File: config.mk
export PLATFORM = sky130hd
export DESIGN_NAME = l2e_tile
export DESIGN_NICKNAME = d
export VERILOG_FILES = /design/src/rtl/l2e_pkg.sv /design/src/rtl/l2e_tile.sv /design/src/rtl/resp_merge.sv /design/src/rtl/loopback_dev.sv /design/src/rtl/mem_store.sv /design/src/rtl/cfg_slice.sv /design/src/rtl/cmd_router.sv
export SDC_FILE = /design/constraint.sdc
export NUM_CORES = 2
export LEC_CHECK = 0
export BUFFER_PORTS_ARGS = -buffer_cell sky130_fd_sc_hd__buf_2
export CAP_MARGIN = 25
export CORE_MARGIN = 5
export CORE_UTILIZATION = 40
export CTS_CLUSTER_DIAMETER = 100
export DETAILED_ROUTE_END_ITERATION = 12
export MAX_ROUTING_LAYER = met4
export PLACE_DENSITY = 0.59
export SETUP_SLACK_MARGIN = 0.02
export SYNTH_ARGS = -nofsm -noshare
export SYNTH_HDL_FRONTEND = slang
export SYNTH_SLANG_ARGS = --single-unit
File: constraint.sdc
create_clock -name clk_i -period 18.9 [get_ports clk_i]
set_clock_uncertainty 0.05 [all_clocks]
set_input_delay 3.78 -clock clk_i [delete_from_list [all_inputs] [get_ports clk_i]]
set_output_delay 3.78 -clock clk_i [all_outputs]
set_load 0.03 [all_outputs]
File: src/rtl/l2e_pkg.sv
`default_nettype none

package l2e_pkg;

  localparam int ADDR_W    = 32;
  localparam int DATA_W    = 64;
  localparam int TAG_W     = 4;
  localparam int DEV_W     = 4;
  localparam int OFFSET_W  = 20;
  localparam int NUM_DEV   = 3;
  localparam int MEM_DEPTH = 16;

  // Address map
  localparam logic [ADDR_W-1:0] DRAM_BASE = 32'h8000_0000;
  localparam logic [DEV_W-1:0]  DEV_CFG   = 4'd1;
  localparam logic [DEV_W-1:0]  DEV_MEM   = 4'd2;

  // Configuration register offsets
  localparam logic [OFFSET_W-1:0] CFG_FREEZE_OFS  = 20'h0;
  localparam logic [OFFSET_W-1:0] CFG_SCRATCH_OFS = 20'h8;
  localparam logic [OFFSET_W-1:0] CFG_ID_OFS      = 20'h10;

  // Slots in the router and merge vectors
  localparam int DEV_IDX_MEM  = 0;
  localparam int DEV_IDX_CFG  = 1;
  localparam int DEV_IDX_LOOP = 2;

  typedef enum logic [0:0] {
    MSG_READ  = 1'b0,
    MSG_WRITE = 1'b1
  } msg_type_e;

  typedef struct packed {
    logic [7:0]          unused;
    logic [DEV_W-1:0]    dev;
    logic [OFFSET_W-1:0] offset;
  } local_addr_s;

  // Same word, seen flat or as device/offset
  typedef union packed {
    logic [ADDR_W-1:0] flat;
    local_addr_s       split;
  } addr_u;

  typedef struct packed {
    msg_type_e          msg_type;
    addr_u              addr;
    logic [TAG_W-1:0]   tag;
  } msg_header_s;

  typedef struct packed {
    msg_header_s       header;
    logic [DATA_W-1:0] data;
  } msg_s;

endpackage

`default_nettype wire
File: src/rtl/l2e_tile.sv
`timescale 1ns/1ps
`default_nettype none

module l2e_tile (
  input  logic                        clk_i,
  input  logic                        arst_n_i,
  input  l2e_pkg::msg_s               cmd_i,
  input  logic                        cmd_v_i,
  output logic                        cmd_ready_o,
  output l2e_pkg::msg_s               resp_o,
  output logic                        resp_v_o,
  input  logic                        resp_ready_i,
  input  logic [l2e_pkg::DATA_W-1:0]  tile_id_i
);

  import l2e_pkg::*;

  msg_s                dev_cmd;
  logic [NUM_DEV-1:0]  dev_cmd_v;
  logic [NUM_DEV-1:0]  dev_cmd_ready;
  msg_s [NUM_DEV-1:0]  dev_resp;
  logic [NUM_DEV-1:0]  dev_resp_v;
  logic [NUM_DEV-1:0]  dev_resp_ready;
  logic                freeze;

  cmd_router router_i (
    .cmd_i       (cmd_i),
    .cmd_v_i     (cmd_v_i),
    .cmd_ready_o (cmd_ready_o),
    .dev_cmd_o   (dev_cmd),
    .dev_v_o     (dev_cmd_v),
    .dev_ready_i (dev_cmd_ready)
  );

  mem_store mem_i (
    .clk_i        (clk_i),
    .arst_n_i     (arst_n_i),
    .cmd_i        (dev_cmd),
    .cmd_v_i      (dev_cmd_v[DEV_IDX_MEM]),
    .cmd_ready_o  (dev_cmd_ready[DEV_IDX_MEM]),
    .resp_o       (dev_resp[DEV_IDX_MEM]),
    .resp_v_o     (dev_resp_v[DEV_IDX_MEM]),
    .resp_ready_i (dev_resp_ready[DEV_IDX_MEM]),
    .freeze_i     (freeze)
  );

  cfg_slice cfg_i (
    .clk_i        (clk_i),
    .arst_n_i     (arst_n_i),
    .cmd_i        (dev_cmd),
    .cmd_v_i      (dev_cmd_v[DEV_IDX_CFG]),
    .cmd_ready_o  (dev_cmd_ready[DEV_IDX_CFG]),
    .resp_o       (dev_resp[DEV_IDX_CFG]),
    .resp_v_o     (dev_resp_v[DEV_IDX_CFG]),
    .resp_ready_i (dev_resp_ready[DEV_IDX_CFG]),
    .tile_id_i    (tile_id_i),
    .freeze_o     (freeze)
  );

  loopback_dev loop_i (
    .clk_i        (clk_i),
    .arst_n_i     (arst_n_i),
    .cmd_i        (dev_cmd),
    .cmd_v_i      (dev_cmd_v[DEV_IDX_LOOP]),
    .cmd_ready_o  (dev_cmd_ready[DEV_IDX_LOOP]),
    .resp_o       (dev_resp[DEV_IDX_LOOP]),
    .resp_v_o     (dev_resp_v[DEV_IDX_LOOP]),
    .resp_ready_i (dev_resp_ready[DEV_IDX_LOOP])
  );

  resp_merge merge_i (
    .clk_i        (clk_i),
    .arst_n_i     (arst_n_i),
    .dev_resp_i   (dev_resp),
    .dev_v_i      (dev_resp_v),
    .dev_ready_o  (dev_resp_ready),
    .resp_o       (resp_o),
    .resp_v_o     (resp_v_o),
    .resp_ready_i (resp_ready_i)
  );

endmodule

`default_nettype wire

File: src/rtl/resp_merge.sv
`timescale 1ns/1ps
`default_nettype none

module resp_merge (
  input  logic                                      clk_i,
  input  logic                                      arst_n_i,
  input  l2e_pkg::msg_s [l2e_pkg::NUM_DEV-1:0]      dev_resp_i,
  input  logic [l2e_pkg::NUM_DEV-1:0]               dev_v_i,
  output logic [l2e_pkg::NUM_DEV-1:0]               dev_ready_o,
  output l2e_pkg::msg_s                             resp_o,
  output logic                                      resp_v_o,
  input  logic                                      resp_ready_i
);

  import l2e_pkg::*;

  logic [$clog2(NUM_DEV)-1:0] last_q;
  logic [$clog2(NUM_DEV)-1:0] gnt_q;
  logic [$clog2(NUM_DEV)-1:0] pick;
  logic [$clog2(NUM_DEV)-1:0] gnt;
  logic                       lock_q;

  // First valid source after the last granted one
  always_comb
  begin
    int unsigned cand;
    logic        found;
    pick  = last_q;
    found = 1'b0;
    for (int k = 1; k <= NUM_DEV; k++)
    begin
      cand = (int'(last_q) + k) % NUM_DEV;
      if (!found && dev_v_i[cand])
      begin
        pick  = cand[$clog2(NUM_DEV)-1:0];
        found = 1'b1;
      end
    end
  end

  assign gnt         = lock_q ? gnt_q : pick;
  assign resp_v_o    = dev_v_i[gnt];
  assign resp_o      = dev_resp_i[gnt];
  assign dev_ready_o = (NUM_DEV'(1) << gnt) & {NUM_DEV{resp_ready_i && resp_v_o}};

  // Grant stays put while the output stalls
  always_ff @(posedge clk_i or negedge arst_n_i)
  begin
    if (!arst_n_i)
    begin
      last_q <= $clog2(NUM_DEV)'(NUM_DEV - 1);
      gnt_q  <= '0;
      lock_q <= 1'b0;
    end
    else
    begin
      gnt_q  <= gnt;
      lock_q <= resp_v_o && !resp_ready_i;
      if (resp_v_o && resp_ready_i)
        last_q <= gnt;
    end
  end

endmodule

`default_nettype wire

File: src/rtl/loopback_dev.sv
`timescale 1ns/1ps
`default_nettype none

module loopback_dev (
  input  logic           clk_i,
  input  logic           arst_n_i,
  input  l2e_pkg::msg_s  cmd_i,
  input  logic           cmd_v_i,
  output logic           cmd_ready_o,
  output l2e_pkg::msg_s  resp_o,
  output logic           resp_v_o,
  input  logic           resp_ready_i
);

  import l2e_pkg::*;

  msg_header_s hdr_q;
  logic        resp_v_q;
  logic        accept;

  assign cmd_ready_o = !resp_v_q || resp_ready_i;
  assign accept      = cmd_v_i && cmd_ready_o;

  always_ff @(posedge clk_i or negedge arst_n_i)
  begin
    if (!arst_n_i)
      resp_v_q <= 1'b0;
    else if (accept)
      resp_v_q <= 1'b1;
    else if (resp_ready_i)
      resp_v_q <= 1'b0;
  end

  always_ff @(posedge clk_i)
  begin
    if (accept)
      hdr_q <= cmd_i.header;
  end

  // Header echoed, data always zero
  assign resp_o   = '{header: hdr_q, data: '0};
  assign resp_v_o = resp_v_q;

endmodule

`default_nettype wire

File: src/rtl/mem_store.sv
`timescale 1ns/1ps
`default_nettype none

module mem_store (
  input  logic           clk_i,
  input  logic           arst_n_i,
  input  l2e_pkg::msg_s  cmd_i,
  input  logic           cmd_v_i,
  output logic           cmd_ready_o,
  output l2e_pkg::msg_s  resp_o,
  output logic           resp_v_o,
  input  logic           resp_ready_i,
  input  logic           freeze_i
);

  import l2e_pkg::*;

  logic [DATA_W-1:0]            mem_q [MEM_DEPTH];
  logic [$clog2(MEM_DEPTH)-1:0] idx;
  logic                         is_write;
  logic                         accept;
  logic [DATA_W-1:0]            rd_data;
  msg_s                         resp_q;
  logic                         resp_v_q;

  // 8-byte words
  assign idx         = cmd_i.header.addr.flat[3 +: $clog2(MEM_DEPTH)];
  assign is_write    = (cmd_i.header.msg_type == MSG_WRITE);
  assign cmd_ready_o = !resp_v_q || resp_ready_i;
  assign accept      = cmd_v_i && cmd_ready_o;

  // Frozen store reads as zero
  assign rd_data = freeze_i ? '0 : mem_q[idx];

  always_ff @(posedge clk_i or negedge arst_n_i)
  begin
    if (!arst_n_i)
    begin
      for (int i = 0; i < MEM_DEPTH; i++)
      begin
        mem_q[i] <= '0;
      end
      resp_v_q <= 1'b0;
    end
    else
    begin
      if (accept && is_write && !freeze_i)
      begin
        mem_q[idx] <= cmd_i.data;
      end
      if (accept)
      begin
        resp_v_q <= 1'b1;
      end
      else if (resp_ready_i)
      begin
        resp_v_q <= 1'b0;
      end
    end
  end

  always_ff @(posedge clk_i)
  begin
    if (accept)
    begin
      resp_q.header <= cmd_i.header;
      resp_q.data   <= is_write ? '0 : rd_data;
    end
  end

  assign resp_o   = resp_q;
  assign resp_v_o = resp_v_q;

endmodule

`default_nettype wire

File: src/rtl/cfg_slice.sv
`timescale 1ns/1ps
`default_nettype none

module cfg_slice (
  input  logic                        clk_i,
  input  logic                        arst_n_i,
  input  l2e_pkg::msg_s               cmd_i,
  input  logic                        cmd_v_i,
  output logic                        cmd_ready_o,
  output l2e_pkg::msg_s               resp_o,
  output logic                        resp_v_o,
  input  logic                        resp_ready_i,
  input  logic [l2e_pkg::DATA_W-1:0]  tile_id_i,
  output logic                        freeze_o
);

  import l2e_pkg::*;

  logic                freeze_q;
  logic [DATA_W-1:0]   scratch_q;
  logic [DATA_W-1:0]   rd_data;
  logic [OFFSET_W-1:0] offset;
  logic                is_write;
  logic                accept;
  msg_s                resp_q;
  logic                resp_v_q;

  assign offset      = cmd_i.header.addr.split.offset;
  assign is_write    = (cmd_i.header.msg_type == MSG_WRITE);
  assign cmd_ready_o = !resp_v_q || resp_ready_i;
  assign accept      = cmd_v_i && cmd_ready_o;

  always_comb
  begin
    case (offset)
      CFG_FREEZE_OFS:  rd_data = {{(DATA_W-1){1'b0}}, freeze_q};
      CFG_SCRATCH_OFS: rd_data = scratch_q;
      CFG_ID_OFS:      rd_data = tile_id_i;
      default:         rd_data = '0;
    endcase
  end

  // Freeze comes up set
  always_ff @(posedge clk_i or negedge arst_n_i)
  begin
    if (!arst_n_i)
    begin
      freeze_q  <= 1'b1;
      scratch_q <= '0;
      resp_v_q  <= 1'b0;
    end
    else
    begin
      if (accept && is_write && (offset == CFG_FREEZE_OFS))
      begin
        freeze_q <= cmd_i.data[0];
      end
      if (accept && is_write && (offset == CFG_SCRATCH_OFS))
      begin
        scratch_q <= cmd_i.data;
      end
      if (accept)
      begin
        resp_v_q <= 1'b1;
      end
      else if (resp_ready_i)
      begin
        resp_v_q <= 1'b0;
      end
    end
  end

  always_ff @(posedge clk_i)
  begin
    if (accept)
    begin
      resp_q.header <= cmd_i.header;
      resp_q.data   <= is_write ? '0 : rd_data;
    end
  end

  assign resp_o   = resp_q;
  assign resp_v_o = resp_v_q;
  assign freeze_o = freeze_q;

endmodule

`default_nettype wire

File: src/rtl/cmd_router.sv
`timescale 1ns/1ps
`default_nettype none

module cmd_router (
  input  l2e_pkg::msg_s                   cmd_i,
  input  logic                            cmd_v_i,
  output logic                            cmd_ready_o,
  output l2e_pkg::msg_s                   dev_cmd_o,
  output logic [l2e_pkg::NUM_DEV-1:0]     dev_v_o,
  input  logic [l2e_pkg::NUM_DEV-1:0]     dev_ready_i
);

  import l2e_pkg::*;

  addr_u              addr;
  logic               is_dram;
  logic [NUM_DEV-1:0] dev_sel;

  assign addr    = cmd_i.header.addr;
  assign is_dram = (addr.flat >= DRAM_BASE);

  // One-hot device select
  always_comb
  begin
    dev_sel = '0;
    if (is_dram || (addr.split.dev == DEV_MEM))
    begin
      dev_sel[DEV_IDX_MEM] = 1'b1;
    end
    else if (addr.split.dev == DEV_CFG)
    begin
      dev_sel[DEV_IDX_CFG] = 1'b1;
    end
    else
    begin
      dev_sel[DEV_IDX_LOOP] = 1'b1;
    end
  end

  // Payload fans out, only the chosen valid rises
  assign dev_cmd_o   = cmd_i;
  assign dev_v_o     = dev_sel & {NUM_DEV{cmd_v_i}};
  assign cmd_ready_o = |(dev_sel & dev_ready_i);

endmodule

`default_nettype wire

# Word-level counts from Yosys, hierarchy flattened
# Cells that the tools add are included.
[totals]
output_inout_bits = 103
wordCells = 120
ff_bits = 1336
[op_classes]
magnitude_cmp = 7
reduce_logical = 30
addsub = 3
n_eq_ne = 4
n_shift = 1
bitwise = 4
mux = 33
div = 3
[op_table]
columns = ["cell", "count"]
rows = [
  ["$bwmux 1024", 1],
  ["$bmux 64 s4", 1],
  ["$demux 64 s4", 1],
  ["$bmux 101 s2", 1],
  ["$mux 64", 3],
  ["$pmux 64 s3", 1],
  ["$mux 101", 1],
  ["$lt 32x3->1 const B", 3],
  ["$mod 32x3->32 const B", 3],
  ["$ge 32x32->1 const B", 1],
  ["$eq 20x4->1 const B", 1],
  ["$eq 20x5->1 const B", 1],
  ["$logic_not 20->1", 1],
  ["$mux 1", 15],
  ["$logic_and 1x1->1", 13],
  ["$mux 2", 5],
  ["$and 3x3->3", 3],
  ["$bmux 1 s2", 4],
  ["$logic_not 1->1", 7],
  ["$add 2x2->3 const B", 2],
  ["$reduce_bool 2->1", 3],
  ["$ge 5x5->1 const B", 1],
  ["$lt 5x1->1 const B", 1],
  ["$not 4->5", 1],
  ["other kinds (8)", 11],
]

# Depth between registers and ports, before layout
[depth]
ltp_word = 20
mapped_depth = 12
ltp_nobuf = 10

# By module
# A second synthesis with hierarchy kept.
[hier_totals]
cells_unflattened = 4029
area_unflattened_um2 = 61253.7
[modules_own_cells]
columns = ["mod", "seq_area_each_um2", "area_each_um2", "cells_per_inst", "n_inst"]
rows = [
  ["mem_store", 28682.5, 49327.3, 3100, 1],
  ["cfg_slice", 4685.7, 6631.4, 405, 1],
  ["resp_merge", 126.4, 2797.7, 309, 1],
  ["loopback_dev", 1136.1, 1649.1, 106, 1],
  ["cmd_router", 0.0, 848.3, 109, 1],
]

# Worst setup path after synthesis
# No wires, ideal clock.
[synth_timing]
kind = "input-to-reg"
from = "input resp_ready_i"
to = "register mem_i.resp_q (netlist bit mem_i.resp_o[0]), enable pin"
setup_ns = 0.561
setup_slack_ns = 9.392
cell_stages = 6
n_path_buf = 1
required_time_ns = 18.289
t_arrival_ns = 8.897
path_cell_list = "nand3_1 o22ai_4 o21ai_4 buf_12 and2_1 nor2_1"
[synth_between]
elab_chain_cells = 4
[synth_lines]
columns = ["element", "line", "source"]
rows = [
  ["start, declared", "l2e_tile.sv:12", "input logic resp_ready_i,"],
  ["$logic_and 1x1->1", "resp_merge.sv:44", "assign dev_ready_o = (NUM_DEV'(1) << gnt) & {NUM_DEV{resp_ready_i && resp_v_o}};"],
  ["$and 3x3->3", "resp_merge.sv:44", ""],
  ["$logic_or 1x1->1", "mem_store.sv:29", "assign cmd_ready_o = !resp_v_q || resp_ready_i;"],
  ["$logic_and 1x1->1", "mem_store.sv:30", "assign accept = cmd_v_i && cmd_ready_o;"],
  ["net mem_i.accept", "mem_store.sv:21", "logic accept;"],
  ["end, declared", "mem_store.sv:23", "msg_s resp_q;"],
]
# The timed path passes the listed nets, and every way through them passes these cells.
# A chain may end at the register's enable or synchronous reset.

==> run summary <==
P_leak = 30.2 nW
Synth Warn # = 0
post-synthesis sequential element count = 1336
layout cells sized above 1 = 49.7%
Multi-input gate area = 0.0236 sq mm
unrepaired setup endpoints after global routing = false
Die Area = 0.157 sq mm
Initial Utilization = 40.2%
first-pass GRT wire length = 237000 um
Slew headroom = 27.8%
gr usage total = 20.5%
maximum vdd ir drop = 0.000223 V
initial antenna violation count = 16
die height = 396 um
num ports = 272
Synth Instances = 3687
fillers = 12.9k
startpoint types = flip-flop
Final Util = 45.8%
core area = 0.148 sq mm
CTS tree = done
Post-synth ARST share = 82.1%
crit path capture type = output pin
CTS resizes = 0
Slew Viols, Final = 0
Pwr Density = 140 mW/mm^2
Syn-to-layout area delta = 13.9%
fmax = 109 MHz
Yosys top cell area share = 46.1%
Post-Syn Area = 0.0595 sq mm
area leader, netlist = dfrtp_1
floorplan row count = 141
Avg Cell Area, Syn = 16.1 sq um
GRT Residual Overflow = 0
Port Buf Inserts = 271
syn_nets = 3860
commonest cells after routing, fill and taps aside = dfrtp_1 (1095), mux2_2 (992), mux4_2 (320), buf_2 (266), edfxtp_1 (239)
setup total negative slack = 0 ns
Starting DRT DRC Count = 2336
CP max stage cell = buf_4
Detailed Routing Iterations Pass 1 = 5
fin nets = 4053
Worst EP required = 15.07 ns
routed vias/inst = 5.62
cts hold-fix bufs = 0
HPWL Detailed = 86200 um
Placed Cells = 5655
Crit Path Max Fanout = 55
remaining antenna violation count = 0
clock root buffer master = clkbuf_16
Final setup viols = 0
Hold Vio Cnt, Final = 0
Crit path arrival time = 5.37 ns
Final Cycle Share = 48.7%
wire per inst = 26.2 um
clock sink count = 1336
slowest stage delay, CP = 0.86 ns
MaxCap Viol Count = 0
GP Congestion = 0.743
register area share after synthesis = 58.2%
residual DRC count = 0
Worst path top cell family by delay = buffers and inverters
min Tclk post-route = 9.20 ns
Clk Latency, worst-skew pair = 0.76 ns
Worst Max-Slew Pin Slew = 1.08 ns
post-CTS setup buffers = 0
Clock Path Buffers = 3
Die W = 396 um
commonest non-fill, non-tap cell in the layout = dfrtp_1
largest net degree at the start of global routing = 172
Post-synth top flop = dfrtp_1
Storage cell area = 0.0346 sq mm
routed wire length = 156000 um
number of global-route vias before repair = 35.3k
Hold WC Path Type = flip-flop to flip-flop
critical-path cell list = inv_1 -> ha_1 -> mux2i_1 -> or2_2 -> o21ai_0 -> inv_1 -> nand2_4 -> buf_4 -> mux2i_1 -> o21ai_0 -> buf_2
DR vias = 33.4k
EDFF count, synth = 239
kind of critical path = flip-flop to output pin
fin cells = 5940
smallest hold slack = 0.430 ns
H-tree levels = 4
status = complete, no violations
Clock Pin Slew Worst Setup and Hold Paths = 0.06 ns
WP buf/inv = 4
CTS buffer count = 151
most area-consuming cells after synthesis = dfrtp_1 (46%), mux2_2 (19%), mux4_2 (12%)
Yosys cell types = 58
[registers in the layout, indices dropped and copies added, names as in the netlist, 2 cells and up]
| signal | flops |
|---|---|
| cfg_i.scratch_q | 64 |
| mem_i.resp_o | 101 |
| merge_i.last_q | 2 |
| loop_i.resp_o | 37 |
| merge_i.gnt_q | 2 |
| mem_i.mem_q | 1024 |
| cfg_i.resp_o | 101 |
[cell type report]
cell class | count | share of cell area, %
antenna | 6 | 0.0222
tap | 1930 | 3.57
multi-input combinational | 2028 | 34.8
clock buffer | 243 | 6.81
timing repair buffer | 351 | 3.10
clock inverter | 34 | 0.508
sequential | 1336 | 51.1
inverter | 12 | 0.0702
[cells by family (layout without fill, tap and decap cells)]
kind of cell | Yosys count | count (layout) | synth area share, %
compound gates | 216 | 216 | 2.84
xor+xnor | 1 | 1 | 0.0147
fa+ha+maj | 4 | 4 | 0.0841
buf+inv | 323 | 640 | 2.31
flops | 1336 | 1336 | 58.2
mux | 1452 | 1452 | 33.8
other cells | 0 | 6 | 0
simple gates | 355 | 355 | 2.69
[worst reg2reg max path, stage by stage, from the launching register on]
cell	delay, ns
dfstp_2	0.59
inv_1	0.09
ha_1	0.29
mux2i_1	0.18
or2_2	0.33
o21ai_0	0.61
o21ai_4	0.24
a2111oi_4	0.90
buf_4	0.68
buf_4	0.75
mux2_2	0.44
[stage by stage]
step / power (mW) / cell area (sq um) / setup slack [ns]
2_1_floorplan: 5.77 / 59500 / 9.39
3_3_place_gp: 6.63 / 62700 / 9.49
3_5_place_dp: 6.68 / 62700 / 9.49
4_1_cts: 9.62 / 67700 / 9.48
5_1_grt: 9.99 / 67700 / 9.33
6_report: 9.51 / 67700 / 9.70
[where the power goes]
group	total [mW]	internal [mW]	switching, mW
Sequential	3.81	3.53	0.274
Combinational	2.80	1.11	1.68
Clock	2.90	1.72	1.19
Total	9.51	6.36	3.14
[synth_stat cells, types with 5 or more instances]
| cell | instances |
|---|---|
| buf_1 | 38 |
| buf_8 | 6 |
| mux2_4 | 60 |
| mux2_1 | 38 |
| mux2_2 | 992 |
| mux2i_1 | 42 |
| nor2b_1 | 68 |
| or2_2 | 5 |
| mux4_2 | 320 |
| o21ai_0 | 43 |
| nor2_1 | 70 |
| buf_2 | 55 |
| a2111oi_4 | 16 |
| a21oi_1 | 70 |
| a22oi_1 | 64 |
| nand2b_1 | 8 |
| dfrtp_1 | 1095 |
| clkbuf_1 | 209 |
| inv_1 | 12 |
| nand2_1 | 182 |
| edfxtp_1 | 239 |
[per-layer routing]
layer / wire (um) / part of all wire, % / GRT usage [%]
met3: 6880 / 4.4 / 3.16
met1: 74500 / 48 / 29.7
met2: 72000 / 46 / 31.3
met5: 0 / 0 / -
met4: 2350 / 1.5 / 4.00
[final timing paths]
check                                              start                      endpoint  slack [ns]  cells after the start
min                         mem_i.mem_q[892]$_DFFE_PN0P_  mem_i.mem_q[892]$_DFFE_PN0P_        0.43                      1
min in group asynchronous                       arst_n_i  mem_i.mem_q[742]$_DFFE_PN0P_        3.01                      1
max in group asynchronous                       arst_n_i  mem_i.mem_q[756]$_DFFE_PN0P_       12.71                      4
max reg2reg                merge_i.last_q[1]$_DFFE_PN1P_  mem_i.mem_q[895]$_DFFE_PN0P_       13.63                     10
max                        merge_i.last_q[1]$_DFFE_PN1P_                    resp_o[99]        9.70                     11
min reg2reg                 mem_i.mem_q[892]$_DFFE_PN0P_  mem_i.mem_q[892]$_DFFE_PN0P_        0.43                      1
No activity file was read; power rests on OpenSTA's default activity.
